===== src/rtl/busSizerPkg.sv =====
// Shared types for the bus sizer. The port data is 32 bits wide and a 16-bit port sits on the upper lanes

package busSizerPkg;

    ////////////////////////////////////////////////////////////
    // Encodings
    ////////////////////////////////////////////////////////////

    // 68040 SIZ encoding
    typedef enum logic [1:0] {
        byteSize = 2'b01,
        wordSize = 2'b10,
        lineSize = 2'b11,
        longSize = 2'b00
    } xferSizeT;

    // Sequencer states
    typedef enum logic [1:0] {
        idle        = 2'b00,
        firstCycle  = 2'b01,
        secondCycle = 2'b10,
        respond     = 2'b11
    } seqStateT;

    // Half-word routing between CPU lanes and port lanes
    typedef enum logic [1:0] {
        passThrough  = 2'b00,
        upperToLower = 2'b01,
        lowerToUpper = 2'b10
    } laneSelT;

    ////////////////////////////////////////////////////////////
    // Channel payloads
    ////////////////////////////////////////////////////////////

    // One CPU transfer request
    typedef struct packed {
        logic [1:0]  addrLow;
        xferSizeT    size;
        logic        readNotWrite;
        logic [31:0] writeData;
    } cpuReqT;

    // Answer back to the CPU
    typedef struct packed {
        logic [31:0] readData;
        logic        transferError;
        logic        burstInhibit;
    } cpuRespT;

    // One peripheral bus cycle, byteEnable[3] is the UU lane
    typedef struct packed {
        logic [1:0]  addrLow;
        logic        readNotWrite;
        logic [3:0]  byteEnable;
        logic [31:0] writeData;
    } portCycleT;

endpackage


===== src/rtl/busBufferControl.sv =====
// Transceiver and DMA control; bufferDir high means data flows toward the CPU side
`timescale 1ns/1ps

module busBufferControl (
    input  logic clk80,
    input  logic reset,
    input  logic localBusEnable,
    input  logic busGrant,
    input  logic portValid,
    input  logic readNotWrite,
    output logic bufferEnable,
    output logic bufferDir,
    output logic dmaActive
);

    logic dmaNext;

    // DMA takes the bus only between port cycles
    // Held until the grant comes back
    always_comb begin
        dmaNext = dmaActive;
        if (busGrant) begin
            dmaNext = 1'b0;
        end else if (!portValid) begin
            dmaNext = 1'b1;
        end
    end

    always_ff @(posedge clk80) begin
        if (reset) begin
            dmaActive    <= 1'b0;
            bufferEnable <= 1'b0;
            bufferDir    <= 1'b0;
        end else begin
            dmaActive    <= dmaNext;
            // Open during our own cycles, or for the DMA master
            bufferEnable <= (portValid & localBusEnable) | dmaNext;
            // CPU read or DMA write drives toward the CPU
            bufferDir    <= dmaNext ? ~readNotWrite : readNotWrite;
        end
    end

endmodule


===== src/rtl/sizingSequencer.sv =====
// Cycle FSM; one request in flight, port width learned at the first acknowledge only
`timescale 1ns/1ps

module sizingSequencer #(
    parameter int dataWidth = 32
) (
    input  logic                   clk80,
    input  logic                   reset,
    input  busSizerPkg::cpuReqT    cpuReq,
    input  logic                   cpuReqValid,
    input  logic                   cpuRespReady,
    input  logic                   portAck,
    input  logic                   portError,
    input  logic                   portIsWide,
    input  logic                   dmaActive,
    input  logic [dataWidth-1:0]   mergedReadData,
    output logic                   cpuReqReady,
    output logic                   cpuRespValid,
    output busSizerPkg::cpuRespT   cpuResp,
    output logic                   portValid,
    output busSizerPkg::portCycleT portCycle,
    output busSizerPkg::laneSelT   laneSel,
    output logic                   captureUpper,
    output logic                   captureLower
);

    busSizerPkg::seqStateT state;
    busSizerPkg::seqStateT stateNext;
    busSizerPkg::cpuReqT   reqReg;
    logic                  readyReg;
    logic                  errorReg;
    logic                  reqTaken;
    logic                  portAckOk;
    logic                  portFail;
    logic                  isSubword;
    logic                  upperShift;
    logic                  narrowShift;

    // 68040 lane order, address 0 on the UU lane
    function automatic logic [3:0] laneEnables(
        input busSizerPkg::xferSizeT size,
        input logic [1:0]            addrLow
    );
        logic [3:0] enables;
        case (size)
            busSizerPkg::byteSize: enables = 4'b1000 >> addrLow;
            busSizerPkg::wordSize: enables = addrLow[1] ? 4'b0011 : 4'b1100;
            default:               enables = 4'b1111;
        endcase
        return enables;
    endfunction

    ////////////////////////////////////////////////////////////
    // Handshakes
    ////////////////////////////////////////////////////////////

    // Ready tracks idle but stays low through reset
    assign cpuReqReady  = readyReg & ~dmaActive;
    assign reqTaken     = cpuReqValid & cpuReqReady;
    assign portValid    = (state == busSizerPkg::firstCycle) |
                          (state == busSizerPkg::secondCycle);
    assign cpuRespValid = (state == busSizerPkg::respond);

    // Error wins over a simultaneous acknowledge
    assign portFail  = portValid & portError;
    assign portAckOk = portValid & portAck & ~portError;

    assign isSubword = (reqReg.size == busSizerPkg::byteSize) |
                       (reqReg.size == busSizerPkg::wordSize);
    // Byte or word living in the lower half
    assign upperShift  = isSubword & reqReg.addrLow[1];
    // Narrow port returned it on the upper lanes
    assign narrowShift = upperShift & ~portIsWide;

    ////////////////////////////////////////////////////////////
    // State machine
    ////////////////////////////////////////////////////////////

    always_comb begin
        stateNext = state;
        case (state)
            busSizerPkg::idle: begin
                if (reqTaken) begin
                    stateNext = busSizerPkg::firstCycle;
                end
            end
            busSizerPkg::firstCycle: begin
                if (portFail) begin
                    stateNext = busSizerPkg::respond;
                end else if (portAckOk) begin
                    // Narrow answer to a long needs the lower half too
                    stateNext = (isSubword | portIsWide) ? busSizerPkg::respond
                                                         : busSizerPkg::secondCycle;
                end
            end
            busSizerPkg::secondCycle: begin
                if (portFail | portAckOk) begin
                    stateNext = busSizerPkg::respond;
                end
            end
            default: begin
                // Held here while the CPU back-pressures
                if (cpuRespReady) begin
                    stateNext = busSizerPkg::idle;
                end
            end
        endcase
    end

    always_ff @(posedge clk80) begin
        if (reset) begin
            state    <= busSizerPkg::idle;
            readyReg <= 1'b0;
            errorReg <= 1'b0;
        end else begin
            state    <= stateNext;
            readyReg <= (stateNext == busSizerPkg::idle);
            if (reqTaken) begin
                errorReg <= 1'b0;
            end else if (portFail) begin
                errorReg <= 1'b1;
            end
        end
    end

    // Request latch
    always_ff @(posedge clk80) begin
        if (reqTaken) begin
            reqReg <= cpuReq;
        end
    end

    ////////////////////////////////////////////////////////////
    // Port cycle and lane control
    ////////////////////////////////////////////////////////////

    always_comb begin
        portCycle.readNotWrite = reqReg.readNotWrite;
        portCycle.writeData    = reqReg.writeData;
        if (state == busSizerPkg::secondCycle) begin
            // Lower word of a long on a 16-bit port
            portCycle.addrLow    = 2'b10;
            portCycle.byteEnable = 4'b0011;
        end else begin
            portCycle.addrLow    = isSubword ? reqReg.addrLow : 2'b00;
            portCycle.byteEnable = laneEnables(reqReg.size, reqReg.addrLow);
        end
    end

    always_comb begin
        laneSel = busSizerPkg::passThrough;
        if (state == busSizerPkg::secondCycle) begin
            laneSel = reqReg.readNotWrite ? busSizerPkg::upperToLower
                                          : busSizerPkg::lowerToUpper;
        end else if (state == busSizerPkg::firstCycle && upperShift) begin
            if (!reqReg.readNotWrite) begin
                laneSel = busSizerPkg::lowerToUpper;
            end else if (narrowShift) begin
                laneSel = busSizerPkg::upperToLower;
            end
        end
    end

    // Read captures on the acknowledging edge only
    assign captureUpper = portAckOk & reqReg.readNotWrite &
                          (state == busSizerPkg::firstCycle) & ~narrowShift;
    assign captureLower = portAckOk & reqReg.readNotWrite;

    // Response, data zeroed on error and on writes
    always_comb begin
        cpuResp.readData      = (errorReg | ~reqReg.readNotWrite) ? '0 : mergedReadData;
        cpuResp.transferError = errorReg;
        cpuResp.burstInhibit  = (reqReg.size == busSizerPkg::lineSize);
    end

endmodule


===== src/rtl/dataLaneSteering.sv =====
// Half-word lane routing and read merge; dataWidth must be even, only 32 is exercised
`timescale 1ns/1ps

module dataLaneSteering #(
    parameter int dataWidth = 32
) (
    input  logic                 clk80,
    input  logic                 reset,
    input  busSizerPkg::laneSelT laneSel,
    input  logic                 captureUpper,
    input  logic                 captureLower,
    input  logic [dataWidth-1:0] cpuWriteData,
    input  logic [dataWidth-1:0] portReadData,
    output logic [dataWidth-1:0] portWriteData,
    output logic [dataWidth-1:0] mergedReadData
);

    localparam int halfWidth = dataWidth / 2;

    logic [dataWidth-1:0] readRouted;

    // Same routing both ways
    // Moved half is copied so the other lanes still carry it
    function automatic logic [dataWidth-1:0] routeHalves(
        input busSizerPkg::laneSelT route,
        input logic [dataWidth-1:0] data
    );
        logic [dataWidth-1:0] routed;
        case (route)
            busSizerPkg::upperToLower: begin
                routed = {data[dataWidth-1:halfWidth], data[dataWidth-1:halfWidth]};
            end
            busSizerPkg::lowerToUpper: begin
                routed = {data[halfWidth-1:0], data[halfWidth-1:0]};
            end
            default: begin
                routed = data;
            end
        endcase
        return routed;
    endfunction

    ////////////////////////////////////////////////////////////
    // Write path, purely combinational
    ////////////////////////////////////////////////////////////

    assign portWriteData = routeHalves(laneSel, cpuWriteData);

    ////////////////////////////////////////////////////////////
    // Read merge
    ////////////////////////////////////////////////////////////

    assign readRouted = routeHalves(laneSel, portReadData);

    // Each strobe loads its own half, other half holds
    always_ff @(posedge clk80) begin
        if (reset) begin
            mergedReadData <= '0;
        end else begin
            if (captureUpper) begin
                mergedReadData[dataWidth-1:halfWidth] <= readRouted[dataWidth-1:halfWidth];
            end
            if (captureLower) begin
                mergedReadData[halfWidth-1:0] <= readRouted[halfWidth-1:0];
            end
        end
    end

endmodule


===== src/rtl/busSizerTop.sv =====
// Bus sizer top; single clock clk80, 16-bit ports answer on the upper lanes with portIsWide low
`timescale 1ns/1ps

module busSizerTop #(
    parameter int dataWidth = 32
) (
    input  logic                   clk80,
    input  logic                   reset,
    input  busSizerPkg::cpuReqT    cpuReq,
    input  logic                   cpuReqValid,
    output logic                   cpuReqReady,
    output busSizerPkg::cpuRespT   cpuResp,
    output logic                   cpuRespValid,
    input  logic                   cpuRespReady,
    output busSizerPkg::portCycleT portCycle,
    output logic                   portValid,
    input  logic                   portAck,
    input  logic                   portError,
    input  logic                   portIsWide,
    input  logic [dataWidth-1:0]   portReadData,
    input  logic                   localBusEnable,
    input  logic                   busGrant,
    output logic                   bufferEnable,
    output logic                   bufferDir,
    output logic                   dmaActive
);

    // Sequencer cycle before write lanes are steered
    busSizerPkg::portCycleT seqCycle;
    busSizerPkg::laneSelT   laneSel;
    logic                   captureUpper;
    logic                   captureLower;
    logic [dataWidth-1:0]   mergedReadData;
    logic [dataWidth-1:0]   portWriteData;

    ////////////////////////////////////////////////////////////
    // Cycle sequencing
    ////////////////////////////////////////////////////////////

    sizingSequencer #(
        .dataWidth (dataWidth)
    ) sequencer (
        .clk80          (clk80),
        .reset          (reset),
        .cpuReq         (cpuReq),
        .cpuReqValid    (cpuReqValid),
        .cpuRespReady   (cpuRespReady),
        .portAck        (portAck),
        .portError      (portError),
        .portIsWide     (portIsWide),
        .dmaActive      (dmaActive),
        .mergedReadData (mergedReadData),
        .cpuReqReady    (cpuReqReady),
        .cpuRespValid   (cpuRespValid),
        .cpuResp        (cpuResp),
        .portValid      (portValid),
        .portCycle      (seqCycle),
        .laneSel        (laneSel),
        .captureUpper   (captureUpper),
        .captureLower   (captureLower)
    );

    // Data lanes
    dataLaneSteering #(
        .dataWidth (dataWidth)
    ) laneSteering (
        .clk80          (clk80),
        .reset          (reset),
        .laneSel        (laneSel),
        .captureUpper   (captureUpper),
        .captureLower   (captureLower),
        .cpuWriteData   (seqCycle.writeData),
        .portReadData   (portReadData),
        .portWriteData  (portWriteData),
        .mergedReadData (mergedReadData)
    );

    // Steered write lanes replace the raw ones
    assign portCycle = '{
        addrLow:      seqCycle.addrLow,
        readNotWrite: seqCycle.readNotWrite,
        byteEnable:   seqCycle.byteEnable,
        writeData:    portWriteData
    };

    ////////////////////////////////////////////////////////////
    // Transceivers and DMA
    ////////////////////////////////////////////////////////////

    busBufferControl bufferControl (
        .clk80          (clk80),
        .reset          (reset),
        .localBusEnable (localBusEnable),
        .busGrant       (busGrant),
        .portValid      (portValid),
        .readNotWrite   (seqCycle.readNotWrite),
        .bufferEnable   (bufferEnable),
        .bufferDir      (bufferDir),
        .dmaActive      (dmaActive)
    );

endmodule


===== config.mk =====
export PLATFORM = sky130hd
export DESIGN_NAME = busSizerTop
export DESIGN_NICKNAME = d
export VERILOG_FILES = /design/src/rtl/busSizerPkg.sv /design/src/rtl/busBufferControl.sv /design/src/rtl/sizingSequencer.sv /design/src/rtl/dataLaneSteering.sv /design/src/rtl/busSizerTop.sv
export SDC_FILE = /design/constraint.sdc
export NUM_CORES = 1
export LEC_CHECK = 0
export ABC_AREA = 1
export ABC_CLOCK_PERIOD_IN_PS = 4800
export BUFFER_PORTS_ARGS = -buffer_cell sky130_fd_sc_hd__buf_2
export CORE_ASPECT_RATIO = 0.6
export CORE_MARGIN = 2
export CORE_UTILIZATION = 49
export DETAILED_ROUTE_END_ITERATION = 16
export HOLD_SLACK_MARGIN = 0.06
export PLACE_DENSITY = 0.8
export SYNTH_ARGS = -nofsm -noshare
export SYNTH_HDL_FRONTEND = slang
export SYNTH_SLANG_ARGS = --single-unit

===== constraint.sdc =====
create_clock -name clk80 -period 4.8 [get_ports clk80]
set_input_delay 1.44 -clock clk80 [delete_from_list [all_inputs] [get_ports clk80]]
set_output_delay 1.44 -clock clk80 [all_outputs]
set_load 0.01 [all_outputs]

# Word-level counts from Yosys, hierarchy flattened
# Cells that the tools add are included.
dict set report totals {
  out_inout_bits 79
  regBits 76
  wordCells 70
}
dict set report classes {
  n_reduce_logical 4
  n_mux 23
  eq_ne 8
  n_shift 1
  bitwise 22
}
# op n
set op_table {}
lappend op_table {{one-hot mux 32 bit (2 select lines)} 2}
lappend op_table {{2-to-1 mux 32 bit} 1}
lappend op_table {{2-to-1 mux 2 bit} 11}
lappend op_table {{AND 1 bit} 11}
lappend op_table {{== test 2 bit (second input constant)} 5}
lappend op_table {{2-to-1 mux 4 bit} 2}
lappend op_table {{one-hot mux 4 bit (2 select lines)} 1}
lappend op_table {{== test 2 x 1 -> 1 bit (second input constant)} 3}
lappend op_table {{OR 1 bit} 6}
lappend op_table {{one-hot mux 2 bit (3 select lines)} 1}
lappend op_table {{2-to-1 mux 1 bit} 5}
lappend op_table {{NOT 1 bit} 5}
lappend op_table {{zero test 2 bit} 2}
lappend op_table {{>> shifter 4 x 2 -> 4 bit (first input constant)} 1}
lappend op_table {{OR reduction 2 bit} 1}
lappend op_table {{logical AND 1 bit} 1}

# Longest topological paths before layout
# Gate-level depths: netlist of the first run.
dict set report logic_depth {
  depth_word 10
  mapped_depth 17
  mapped_depth_nobuf 15
}

# By module
# A second synthesis of the first run with hierarchy kept.
dict set report unflattened {
  hier_cells 584
  hier_area_um2 4296.6
}
# mod seq_area_each_um2 cells_per_inst n_inst area_each_um2
set modules_own_cells {}
lappend modules_own_cells {sizingSequencer 1191.1 218 1 2148.3}
lappend modules_own_cells {dataLaneSteering 640.6 351 1 2037.0}
lappend modules_own_cells {busBufferControl 60.1 15 1 111.4}

# Least setup slack after synthesis of the first run
# OpenSTA, ideal clock, no wires.
dict set report synth_path {
  kind {input to output}
  from {in portIsWide}
  to {out portCycle[17] (netlist name)}
  t_arrival_ns 2.894
  path_stages 9
  required_ns 3.360
  path_buffers 3
  setup_slack_ns 0.466
  cell_sequence {a211oi_1 -> inv_1 -> ha_1 -> buf_2 -> inv_2 -> buf_2 -> buf_2 -> nand2_1 -> o21ai_0}
}
# element line_no
set synth_lines {}
lappend synth_lines {{from (decl)} busSizerTop.sv:19} ;# input logic portIsWide,
lappend synth_lines {{to (decl)} busSizerTop.sv:15} ;# output busSizerPkg::portCycleT portCycle,

==> out/metrics.yaml, run 1 <==
run_status: "finished clean"
fp.dieArea_sq_um: 9030
maxCapViolCount: 0
cts_resized: 0
postPlaceCellArea_sq_um: 4820
syn-mean-instance-area_sq_um: 7.57
detail_route.vias_per_cell: 4.98
route.antenna.remaining_nets: 0
critical_path_class: "in -> out"
ys.warnings.count: 0
postCtsHoldBufs: 0
synthSimpleGateAreaFrac: 0.195
worstMarginPinSlew_ns: 0.920
gr-usage-met3: 0.0644
grt_start_max_net_pins: 65
power_leakage_nw: 2.49
ios: 157
clock_pin_slew_of_the_registers_on_the_worst_case_setup_and_hold_paths_ns: 0.06
power_density_nw_per_um2: 455
netlist_area_sq_um: 4050
routed_wl_mm: 10.9
crit-reg2reg-launch: "sequencer.reqReg[34]$_DFFE_PP_"
drc: 0
adder_and_majority_cell_fraction_of_the_synthesized_area: 0.0278
critical_path.max_fanout: 16
routed_wire_length_per_instance_microns: 13.8
edff_count_synth: 37
finalWeightedCongestion: 0.867
total_cts_buffers: 9
slew_viol_final: 0
finalWorstPathRequiredPeriod_ns: 4.57
power.ir.vdd_worst_mv: 0.217
floorplan.initialDensity: 0.509
design.core.area_sq_um: 7950
synth_top_family_by_area: "simple AND/OR/NAND/NOR gates"
min_period_over_period: 0.953
timing.clock.skew_ns: 0.00671
synth-seq-area-share: 0.467
finalSetupTns_ns: 0
area_growth_syn_to_layout_pct: 26.0
setup.worst_path.end: "portCycle[4]"
post-synth-top-count-cell: "nand2_1"
clockRootBuffer: "clkbuf_16"
vias: 3936
worstRegToRegCells: 14
synth.area.mux_share: 0
yosys-top-cells-area: "edfxtp_1, dfxtp_1, nand2_1"
fmax_mhz: 219
asyncSetResetFlopFracSynth: 0
antenna_found_initial: 1
timing.slew.headroom: 0.386
post_synthesis_compound_gate_area_fraction: 0.179
start_kind: "input port"
finish.instance_area_sq_um: 5100
synth_top_area_frac: 0.274
most_used_flip_flop_cell_after_synthesis: "dfxtp_1"
detail_route.iter0.violations: 334
antenna_cells: 0
grt_first_pass_wirelength_mm: 16.8
tritoncts_num_sinks: 76
post-synth-top-area-cell: "edfxtp_1"
hpwlAfterDp_mm: 8.02
cts.repair_timing.setup_buffer_count: 0
worst_setup_path_end_kind: "primary output"
port_buffers: 156
most_crowded_layer_gr: "met2"
global_route.usage.met2: 0.390
cts_max_level: 3
floorplan.die.height_microns: 74.4
cts_tree: "built"
synth_xor_area_frac: 0
layout_cell_share_with_drive_strength_beyond_1: 0.271
cp.required_ns: 3.36
detail_route.first_pass.iterations: 7
grtUsageMet1: 0.326
rsz_0062_raised_after_global_routing: "no"
synth_seq_cells: 76
layout.nets: 764
std_cell_rows: 25
grtUsageTotal: 0.241
report.final.setup_viol: 0
grt_pass1_vias: 3565
crit_path_start: "portIsWide"
syn_inst: 535
worstPathArrival_ns: 3.13
clock_insertion_delay_worst_skew_ns: 0.33
holdWs_ns: 0.454
r2r_setup_slack_ns: 2.03
postSynthNetCount: 622
post_synth_most_frequent_cells: "nand2_1, inv_1, a21oi_1"
die-width_microns: 121
synth.lib_cells_used.distinct: 25
r2r_end: "laneSteering.mergedReadData[22]$_SDFFE_PP0P_"
max-clock-path-buffers: 2
globalRoute.totalOverflow: 0
worst_hold_path_type: "reg -> reg"
hold_viol: 0
==> layer usage <==
metal	vias up	wire, microns
met3	12	791
met2	151	5060
met5	-	17
met1	1763	4950
met4	2	94
li1	2008	-
==> stage by stage <==
| stage | util | cells | power [mW] | setup WS (ns) |
|---|---|---|---|---|
| global placement | 0.607 | 774 | 1.67 | 0.334 |
| finish | 0.642 | 790 | 2.32 | 0.225 |
| CTS | 0.642 | 790 | 2.32 | 0.242 |
| global route | 0.642 | 790 | 2.46 | 0.0527 |
| detailed placement | 0.607 | 774 | 1.69 | 0.252 |
| floorplan | - | 535 | 1.41 | 0.466 |
==> cell type report <==
cell class | count | area, sq um
clock buffers | 12 | 256
clock inverters | 4 | 22.5
fillers | 707 | 2840
inverters | 90 | 338
multi-input cells | 339 | 1630
flip-flops and latches | 76 | 1890
well taps | 108 | 135
repair buffers | 161 | 831
==> state kept, by name, indices dropped and copies added, names as in the netlist <==
| register | cells |
|---|---|
| bufferControl.bufferDir | 1 |
| bufferControl.bufferEnable | 1 |
| bufferControl.dmaActive | 1 |
| laneSteering.mergedReadData | 32 |
| sequencer.errorReg | 1 |
| sequencer.portCycle | 33 |
| sequencer.readyReg | 1 |
| sequencer.reqReg | 4 |
| sequencer.state | 2 |
==> where the power goes <==
part,switching [mW],internal [mW]
Combinational,0.574,0.297
Sequential,0.0400,0.776
Clock,0.256,0.377
==> worst max-delay path, cell delays in order <==
cell	delay [ns]
buf_2	0.11
a211oi_1	0.34
inv_1	0.09
ha_1	0.22
inv_1	0.40
o22ai_1	0.18
nand2_1	0.11
o21ai_0	0.09
buf_2	0.15
==> logic make-up (layout without fill, tap and decap cells) <==
logic type,after synthesis,count (layout)
AOI/OAI and AO/OA,138,138
adders and majority gates,9,9
buffers and inverters,120,267
DFF,76,76
and+or+nand+nor,192,192
==> how the worst min path moves through the flow <==
stage	cells past startpoint	end	start
after global placement	2	laneSteering.mergedReadData[23]$_SDFFE_PP0P_	laneSteering.mergedReadData[23]$_SDFFE_PP0P_
after global routing	2	laneSteering.mergedReadData[23]$_SDFFE_PP0P_	laneSteering.mergedReadData[23]$_SDFFE_PP0P_
after floorplan	2	laneSteering.mergedReadData[28]$_SDFFE_PP0P_	laneSteering.mergedReadData[28]$_SDFFE_PP0P_
after detailed placement	2	laneSteering.mergedReadData[30]$_SDFFE_PP0P_	laneSteering.mergedReadData[30]$_SDFFE_PP0P_
final	2	laneSteering.mergedReadData[30]$_SDFFE_PP0P_	laneSteering.mergedReadData[30]$_SDFFE_PP0P_
after CTS	2	laneSteering.mergedReadData[30]$_SDFFE_PP0P_	laneSteering.mergedReadData[30]$_SDFFE_PP0P_
==> cells in the final DEF (no fill, tap or decap), types with 2 or more instances in the layout <==
cell	count
inv_2	3
inv_1	87
nand3_4	2
a21oi_1	54
clkbuf_16	9
clkbuf_8	2
nand2_1	135
nor3_1	2
o21ai_0	49
ha_1	9
buf_4	4
nand4_1	2
nand3_1	13
o22ai_1	16
buf_2	156
edfxtp_1	37
o21ai_1	14
dfxtp_1	39
inv_4	2
o21ai_2	2
clkinv_2	2
a31oi_1	2
nor2_1	36
(Power assumes the default switching activity.)
==> run 2: changes to the inputs <==
--- a/config.mk
+++ b/config.mk
@@ -10,10 +10,11 @@
 export BUFFER_PORTS_ARGS = -buffer_cell sky130_fd_sc_hd__buf_2
 export CORE_ASPECT_RATIO = 0.6
 export CORE_MARGIN = 2
-export CORE_UTILIZATION = 49
+export CORE_UTILIZATION = 51
+export CTS_BUF_LIST = sky130_fd_sc_hd__clkbuf_8
 export DETAILED_ROUTE_END_ITERATION = 16
 export HOLD_SLACK_MARGIN = 0.06
-export PLACE_DENSITY = 0.8
+export PLACE_DENSITY = 0.83
 export SYNTH_ARGS = -nofsm -noshare
 export SYNTH_HDL_FRONTEND = slang
 export SYNTH_SLANG_ARGS = --single-unit
==> run 2 against run 1 <==
Against the previous run:
- count of clock-buffer cells in the layout down 1
- core utilization is 0.81 points higher
- sequential share of layout area grew 0.27 points
- largest power group unchanged
- clock power is 9.6% lower
- power fell by 2.5%
- combinational power is 0.7% higher
- critical path depth is the same
- sequential power is essentially flat
- global-route usage up 0.32 points
==> out/metrics.yaml, run 2 (synthesized netlist as in run 1, its figures left out) <==
worst_setup_path_end_kind: "primary output"
most-common-layout-cells: "buf_2, nand2_1, inv_1"
start_kind: "input port"
critical_path_class: "in -> out"
grt_first_pass_wirelength_mm: 16.7  # -0.86%
cpLargestDelayFamily: "buffers and inverters"
timing.slew.headroom: 0.378  # -0.00851
timing.clock.skew_ns: 0.0132  # +0.00647 ns
design.core.area_sq_um: 7790  # -2.0%
floorplan.die.height_microns: 73.0  # -1.9%
vias: 3999  # +1.6%
grt_start_max_net_pins: 49  # -25%
routed_wire_length_per_instance_microns: 13.3  # -3.4%
slew_viol_final: 0  # unchanged
antenna_cells: 0  # unchanged
die-width_microns: 119  # -1.9%
grtUsageTotal: 0.244  # +0.00325
cts_resized: 0  # unchanged
tritoncts_num_sinks: 76  # unchanged
worst_hold_path_type: "reg -> reg"
r2r_end: "laneSteering.mergedReadData[21]$_SDFFE_PP0P_"
power_leakage_nw: 2.47  # -0.72%
std_cell_rows: 25  # unchanged
critical_path.max_fanout: 16  # unchanged
largest_reg_flops: 33  # unchanged
grt_pass1_vias: 3508  # -1.6%
area_growth_syn_to_layout_pct: 25.1
min_period_over_period: 0.945  # -0.00849
total_cts_buffers: 9  # unchanged
cts_max_level: 3  # unchanged
setup_slack_ns: 0.266  # +0.0408 ns
hold_viol: 0  # unchanged
worstRegToRegCells: 15  # +1
max-clock-path-buffers: 2  # unchanged
cts_tree: "built"
layout_cell_share_with_drive_strength_beyond_1: 0.274  # +0.00253
power.ir.vdd_worst_mv: 0.259  # +19%
cp_slowest_cell: "inv_1"
rsz_0062_raised_after_global_routing: "no"
register_area_sq_um: 1890  # unchanged
detail_route.first_pass.iterations: 5  # -2
run_status: "finished clean"
cts.repair_timing.setup_buffer_count: 0  # unchanged
fillCellCount: 675  # -4.5%
antenna_found_initial: 0  # -1
finalWeightedCongestion: 0.851  # -1.8%
postCtsHoldBufs: 0  # unchanged
pre_cts_ws_ns: 0.250  # -0.00124 ns
globalRoute.totalOverflow: 0  # unchanged
ios: 157  # unchanged
layout_commonest_cell: "buf_2"
post-layout-total-power_mw: 2.26  # -2.5%
drc: 0  # unchanged
maxCapViolCount: 0  # unchanged
fp.dieArea_sq_um: 8690  # -3.8%
clock_pin_slew_of_the_registers_on_the_worst_case_setup_and_hold_paths_ns: 0.08  # +0.02 ns
cp.required_ns: 3.36  # about the same
detail_route.iter0.violations: 244  # -27%
cp_cell_sequence: "buf_2 -> a211oi_1 -> inv_1 -> ha_1 -> inv_1 -> o22ai_1 -> nand2_1 -> o21ai_0 -> buf_2"
layout.core_utilization: 0.650  # +0.00807
power_density_nw_per_um2: 447  # -1.7%
timing.critical_path.slowest_cell_delay_ns: 0.39  # about the same
crit-reg2reg-launch: "sequencer.reqReg[33]$_DFFE_PP_"
hpwlAfterDp_mm: 7.81  # -2.6%
finalWorstPathRequiredPeriod_ns: 4.53  # -0.0408 ns
route.antenna.remaining_nets: 0  # unchanged
holdCritStartpoint: "laneSteering.mergedReadData[26]$_SDFFE_PP0P_"
layout.nets: 765  # +0.13%
fmax_mhz: 221  # +0.90%
worstMarginPinSlew_ns: 0.933  # +0.0128 ns
instance_count_along_the_most_critical_hold_path: 2  # unchanged
report.final.setup_viol: 0  # unchanged
clockRootBuffer: "clkbuf_8"
r2r_setup_slack_ns: 2.10  # +0.07 ns
multi_input_area_sq_um: 1630  # unchanged
detail_route.vias_per_cell: 5.06  # +1.5%
buffers_and_inverters_on_the_worst_path: 4  # unchanged
worstPathArrival_ns: 3.09  # -0.04 ns
port_buffers: 156  # unchanged
routed_wl_mm: 10.6  # -3.2%
finalSetupTns_ns: 0  # unchanged
floorplan.initialDensity: 0.520  # +0.0102
hold_path_end: "laneSteering.mergedReadData[26]$_SDFFE_PP0P_"
clock_insertion_delay_worst_skew_ns: 0.35  # +0.02 ns
==> run 2: worst max path at each step <==
stage | cells past startpoint | startpoint | end
after floorplan | 9 | portIsWide | portCycle[17]
after global placement | 9 | portIsWide | portCycle[18]
after detailed placement | 9 | portIsWide | portCycle[2]
after CTS | 9 | portIsWide | portCycle[2]
after global routing | 14 | sequencer.reqReg[33]$_DFFE_PP_ | portCycle[7]
final | 9 | portIsWide | portCycle[3]
==> run 2: per-stage QoR <==
stage	std cells	hold WS [ns]	cell area (sq um)
after detailed placement	775	0.447	4830
after floorplan	535	0.428	4050
after global routing	791	0.489	5060
after global placement	775	0.440	4830
final	791	0.459	5060
after CTS	791	0.459	5060
==> run 2: power breakdown <==
| part | switching, mW | total, mW | internal, mW |
|---|---|---|---|
| clock | 0.248 | 0.572 | 0.323 |
| combinational | 0.575 | 0.877 | 0.302 |
| sequential | 0.0397 | 0.814 | 0.775 |
| total | 0.863 | 2.26 | 1.40 |
==> run 2: layout make-up <==
cell class | count | area share
Sequential cell | 76 | 0.374
Timing Repair Buffer | 162 | 0.166
Tap cell | 108 | 0.0267
Clock buffer | 11 | 0.0299
Multi-Input combinational cell | 339 | 0.321
Inverter | 90 | 0.0667
Clock inverter | 5 | 0.0163
==> run 2: tightest hold or removal path, stage by stage (launching register included) <==
cell and delay [ns]:
dfxtp_1 0.30, inv_1 0.06, a21oi_1 0.06
==> run 2: routing by layer <==
layer	GRT usage	wire, microns
met5	0	0
met4	0.0741	125
met3	0.0703	853
met2	0.380	4820
met1	0.334	4760
==> run 3: changes to the inputs <==
--- a/config.mk
+++ b/config.mk
@@ -14,7 +14,8 @@
 export CTS_BUF_LIST = sky130_fd_sc_hd__clkbuf_8
 export DETAILED_ROUTE_END_ITERATION = 16
 export HOLD_SLACK_MARGIN = 0.06
-export PLACE_DENSITY = 0.83
+export PLACE_DENSITY = 0.93
+export SLEW_MARGIN = 15
 export SYNTH_ARGS = -nofsm -noshare
 export SYNTH_HDL_FRONTEND = slang
 export SYNTH_SLANG_ARGS = --single-unit
==> run 3 against run 2 <==
Against the previous run:
- wire length increased by 3.3%
- register-to-register slack got worse by 0.03 ns
- worst hold slack got worse by 0.00083 ns
- setup slack improved by 0.11 ns
- via count increased by 1.7%
- combinational power increased by 0.8%
- power decreased by 5.3%
- non-clock buffer count unchanged
- largest cell class unchanged
- clock skew decreased by 0.0043 ns
==> out/metrics.yaml, run 3 (synthesized netlist as in run 1, its figures left out) <==
cp_cell_sequence: "buf_2 -> a211oi_1 -> ha_1 -> inv_1 -> o22ai_1 -> nand2_1 -> o21ai_0 -> buf_2"
vias: 4068  # +1.7%
worst_hold_path_type: "reg -> reg"
power_density_nw_per_um2: 428  # -4.3%
port_buffers: 156  # unchanged
worstPathArrival_ns: 2.99  # -0.10 ns
cts.repair_timing.setup_buffer_count: 0  # unchanged
critical_path_class: "in -> out"
antenna_cells: 0  # unchanged
finalWeightedCongestion: 0.875  # +2.8%
grtUsageMet1: 0.321  # -0.0130
grt_first_pass_wirelength_mm: 17.2  # +3.0%
cts_tree: "built"
min_period_over_period: 0.922  # -0.0226
fmax_mhz: 226  # +2.5%
clock_pin_slew_of_the_registers_on_the_worst_case_setup_and_hold_paths_ns: 0.07  # about the same
power.share.clock: 0.207  # -0.046
largest_reg_flops: 33  # unchanged
run_status: "finished clean"
global_route.usage.met2: 0.407  # +0.0275
worst_setup_path_end_kind: "primary output"
power.ir.vdd_worst_mv: 0.249  # -3.7%
total_cts_buffers: 9  # unchanged
finalSetupTns_ns: 0  # unchanged
postCtsHoldBufs: 0  # unchanged
clock_insertion_delay_worst_skew_ns: 0.35  # about the same
drc: 0  # unchanged
design.core.area_sq_um: 7790  # unchanged
seq_power_share: 0.381  # +0.021
clockRootBuffer: "clkbuf_8"
detail_route.iter0.violations: 427  # +75%
internal_power_mw: 1.29  # -7.8%
grt_start_max_net_pins: 49  # unchanged
cp.required_ns: 3.36  # about the same
share_comb_of_total_power: 0.413  # +0.026
timing.clock.skew_ns: 0.00888  # -0.00430 ns
floorplan.initialDensity: 0.520  # unchanged
ios: 157  # unchanged
fp.dieArea_sq_um: 8690  # unchanged
detail_route.vias_per_cell: 5.14  # +1.7%
finalWorstPathRequiredPeriod_ns: 4.43  # -0.109 ns
power_leakage_nw: 2.46  # -0.77%
routed_wl_mm: 10.9  # +3.3%
maxCapViolCount: 0  # unchanged
timing.critical_path.slowest_cell_delay_ns: 0.33  # -0.06 ns
holdWs_ns: 0.458  # -0.000831 ns
power.switching_mw: 0.852  # -1.3%
route.antenna.remaining_nets: 0  # unchanged
detail_route.first_pass.iterations: 5  # unchanged
globalRoute.totalOverflow: 0  # unchanged
cp_slowest_cell: "a211oi_1"
die-width_microns: 119  # unchanged
cts_resized: 0  # unchanged
antenna_found_initial: 0  # unchanged
report.final.setup_viol: 0  # unchanged
layout_commonest_cell: "buf_2"
most_crowded_layer_gr: "met2"
grt_pass1_vias: 3735  # +6.5%
routed_wire_length_per_instance_microns: 13.8  # +3.3%
critical_path.max_fanout: 16  # unchanged
path_common_cell: "buf_2"
tritoncts_num_sinks: 76  # unchanged
worstMarginPinSlew_ns: 0.894  # -0.0387 ns
most-common-layout-cells: "buf_2, nand2_1, inv_1"
rsz_0062_raised_after_global_routing: "no"
std_cell_rows: 25  # unchanged
max-clock-path-buffers: 2  # unchanged
grtUsageTotal: 0.251  # +0.00638
buffers_and_inverters_on_the_worst_path: 3  # -1
gr-usage-met3: 0.0813  # +0.0109
floorplan.die.height_microns: 73.0  # unchanged
layout_cell_share_with_drive_strength_beyond_1: 0.274  # unchanged
area_growth_syn_to_layout_pct: 23.8
hpwlAfterDp_mm: 8.10  # +3.7%
cts_max_level: 3  # unchanged
hold_viol: 0  # unchanged
start_kind: "input port"
slew_viol_final: 0  # unchanged
layout.nets: 765  # unchanged
cpLargestDelayFamily: "compound AO/OA/AOI/OAI gates"
timing.slew.headroom: 0.403  # +0.0258
layout.core_utilization: 0.643  # -0.00675
p_sw_frac: 0.398  # +0.0161
run 3: layout make-up:
type	instances	area, sq um
fillers	675	2780
flip-flops and latches	76	1890
multi-input cells	339	1630
repair buffers	162	838
inverters	90	342
clock buffers	11	151
well taps	108	135
clock inverters	5	26.3
run 3: tightest hold or removal path, stage by stage, from the launching register on:
cell and delay [ns]:
dfxtp_1 0.30, inv_1 0.06, a21oi_1 0.05
run 3: worst paths after layout:
| kind | start | cells past startpoint | to | slack, ns |
|---|---|---|---|---|
| setup reg to reg | sequencer.reqReg[33]$_DFFE_PP_ | 15 | laneSteering.mergedReadData[22]$_SDFFE_PP0P_ | 2.07 |
| hold reg to reg | laneSteering.mergedReadData[25]$_SDFFE_PP0P_ | 2 | laneSteering.mergedReadData[25]$_SDFFE_PP0P_ | 0.46 |
| setup / recovery | portIsWide | 8 | portCycle[26] | 0.37 |
| hold / removal | laneSteering.mergedReadData[25]$_SDFFE_PP0P_ | 2 | laneSteering.mergedReadData[25]$_SDFFE_PP0P_ | 0.46 |
run 3: per-layer routing:
metal  share of wire  wire length (microns)  vias up
met5               0                      0        -
li1                -                      -     2010
met4           0.022                    240        0
met3           0.094                   1030       29
met2            0.46                   5050      186
met1            0.42                   4600     1843
run 3: power groups by stage:
stage	logic (mW)	registers (mW)	clock network, mW
after floorplan	0.584	0.822	0
after global placement	0.834	0.824	0
after detailed placement	0.867	0.829	0
after CTS	0.870	0.815	0.456
after global routing	0.970	0.824	0.484
final	0.884	0.816	0.443
run 3: metrics by stage:
| step | instance area (sq um) | instances | total power, mW | setup WS (ns) |
|---|---|---|---|---|
| finish | 5010 | 791 | 2.14 | 0.374 |
| detailed placement | 4830 | 775 | 1.70 | 0.255 |
| global placement | 4830 | 775 | 1.66 | 0.351 |
| floorplan | 4050 | 535 | 1.41 | 0.466 |
| global route | 5010 | 791 | 2.28 | 0.143 |
| CTS | 5010 | 791 | 2.14 | 0.253 |
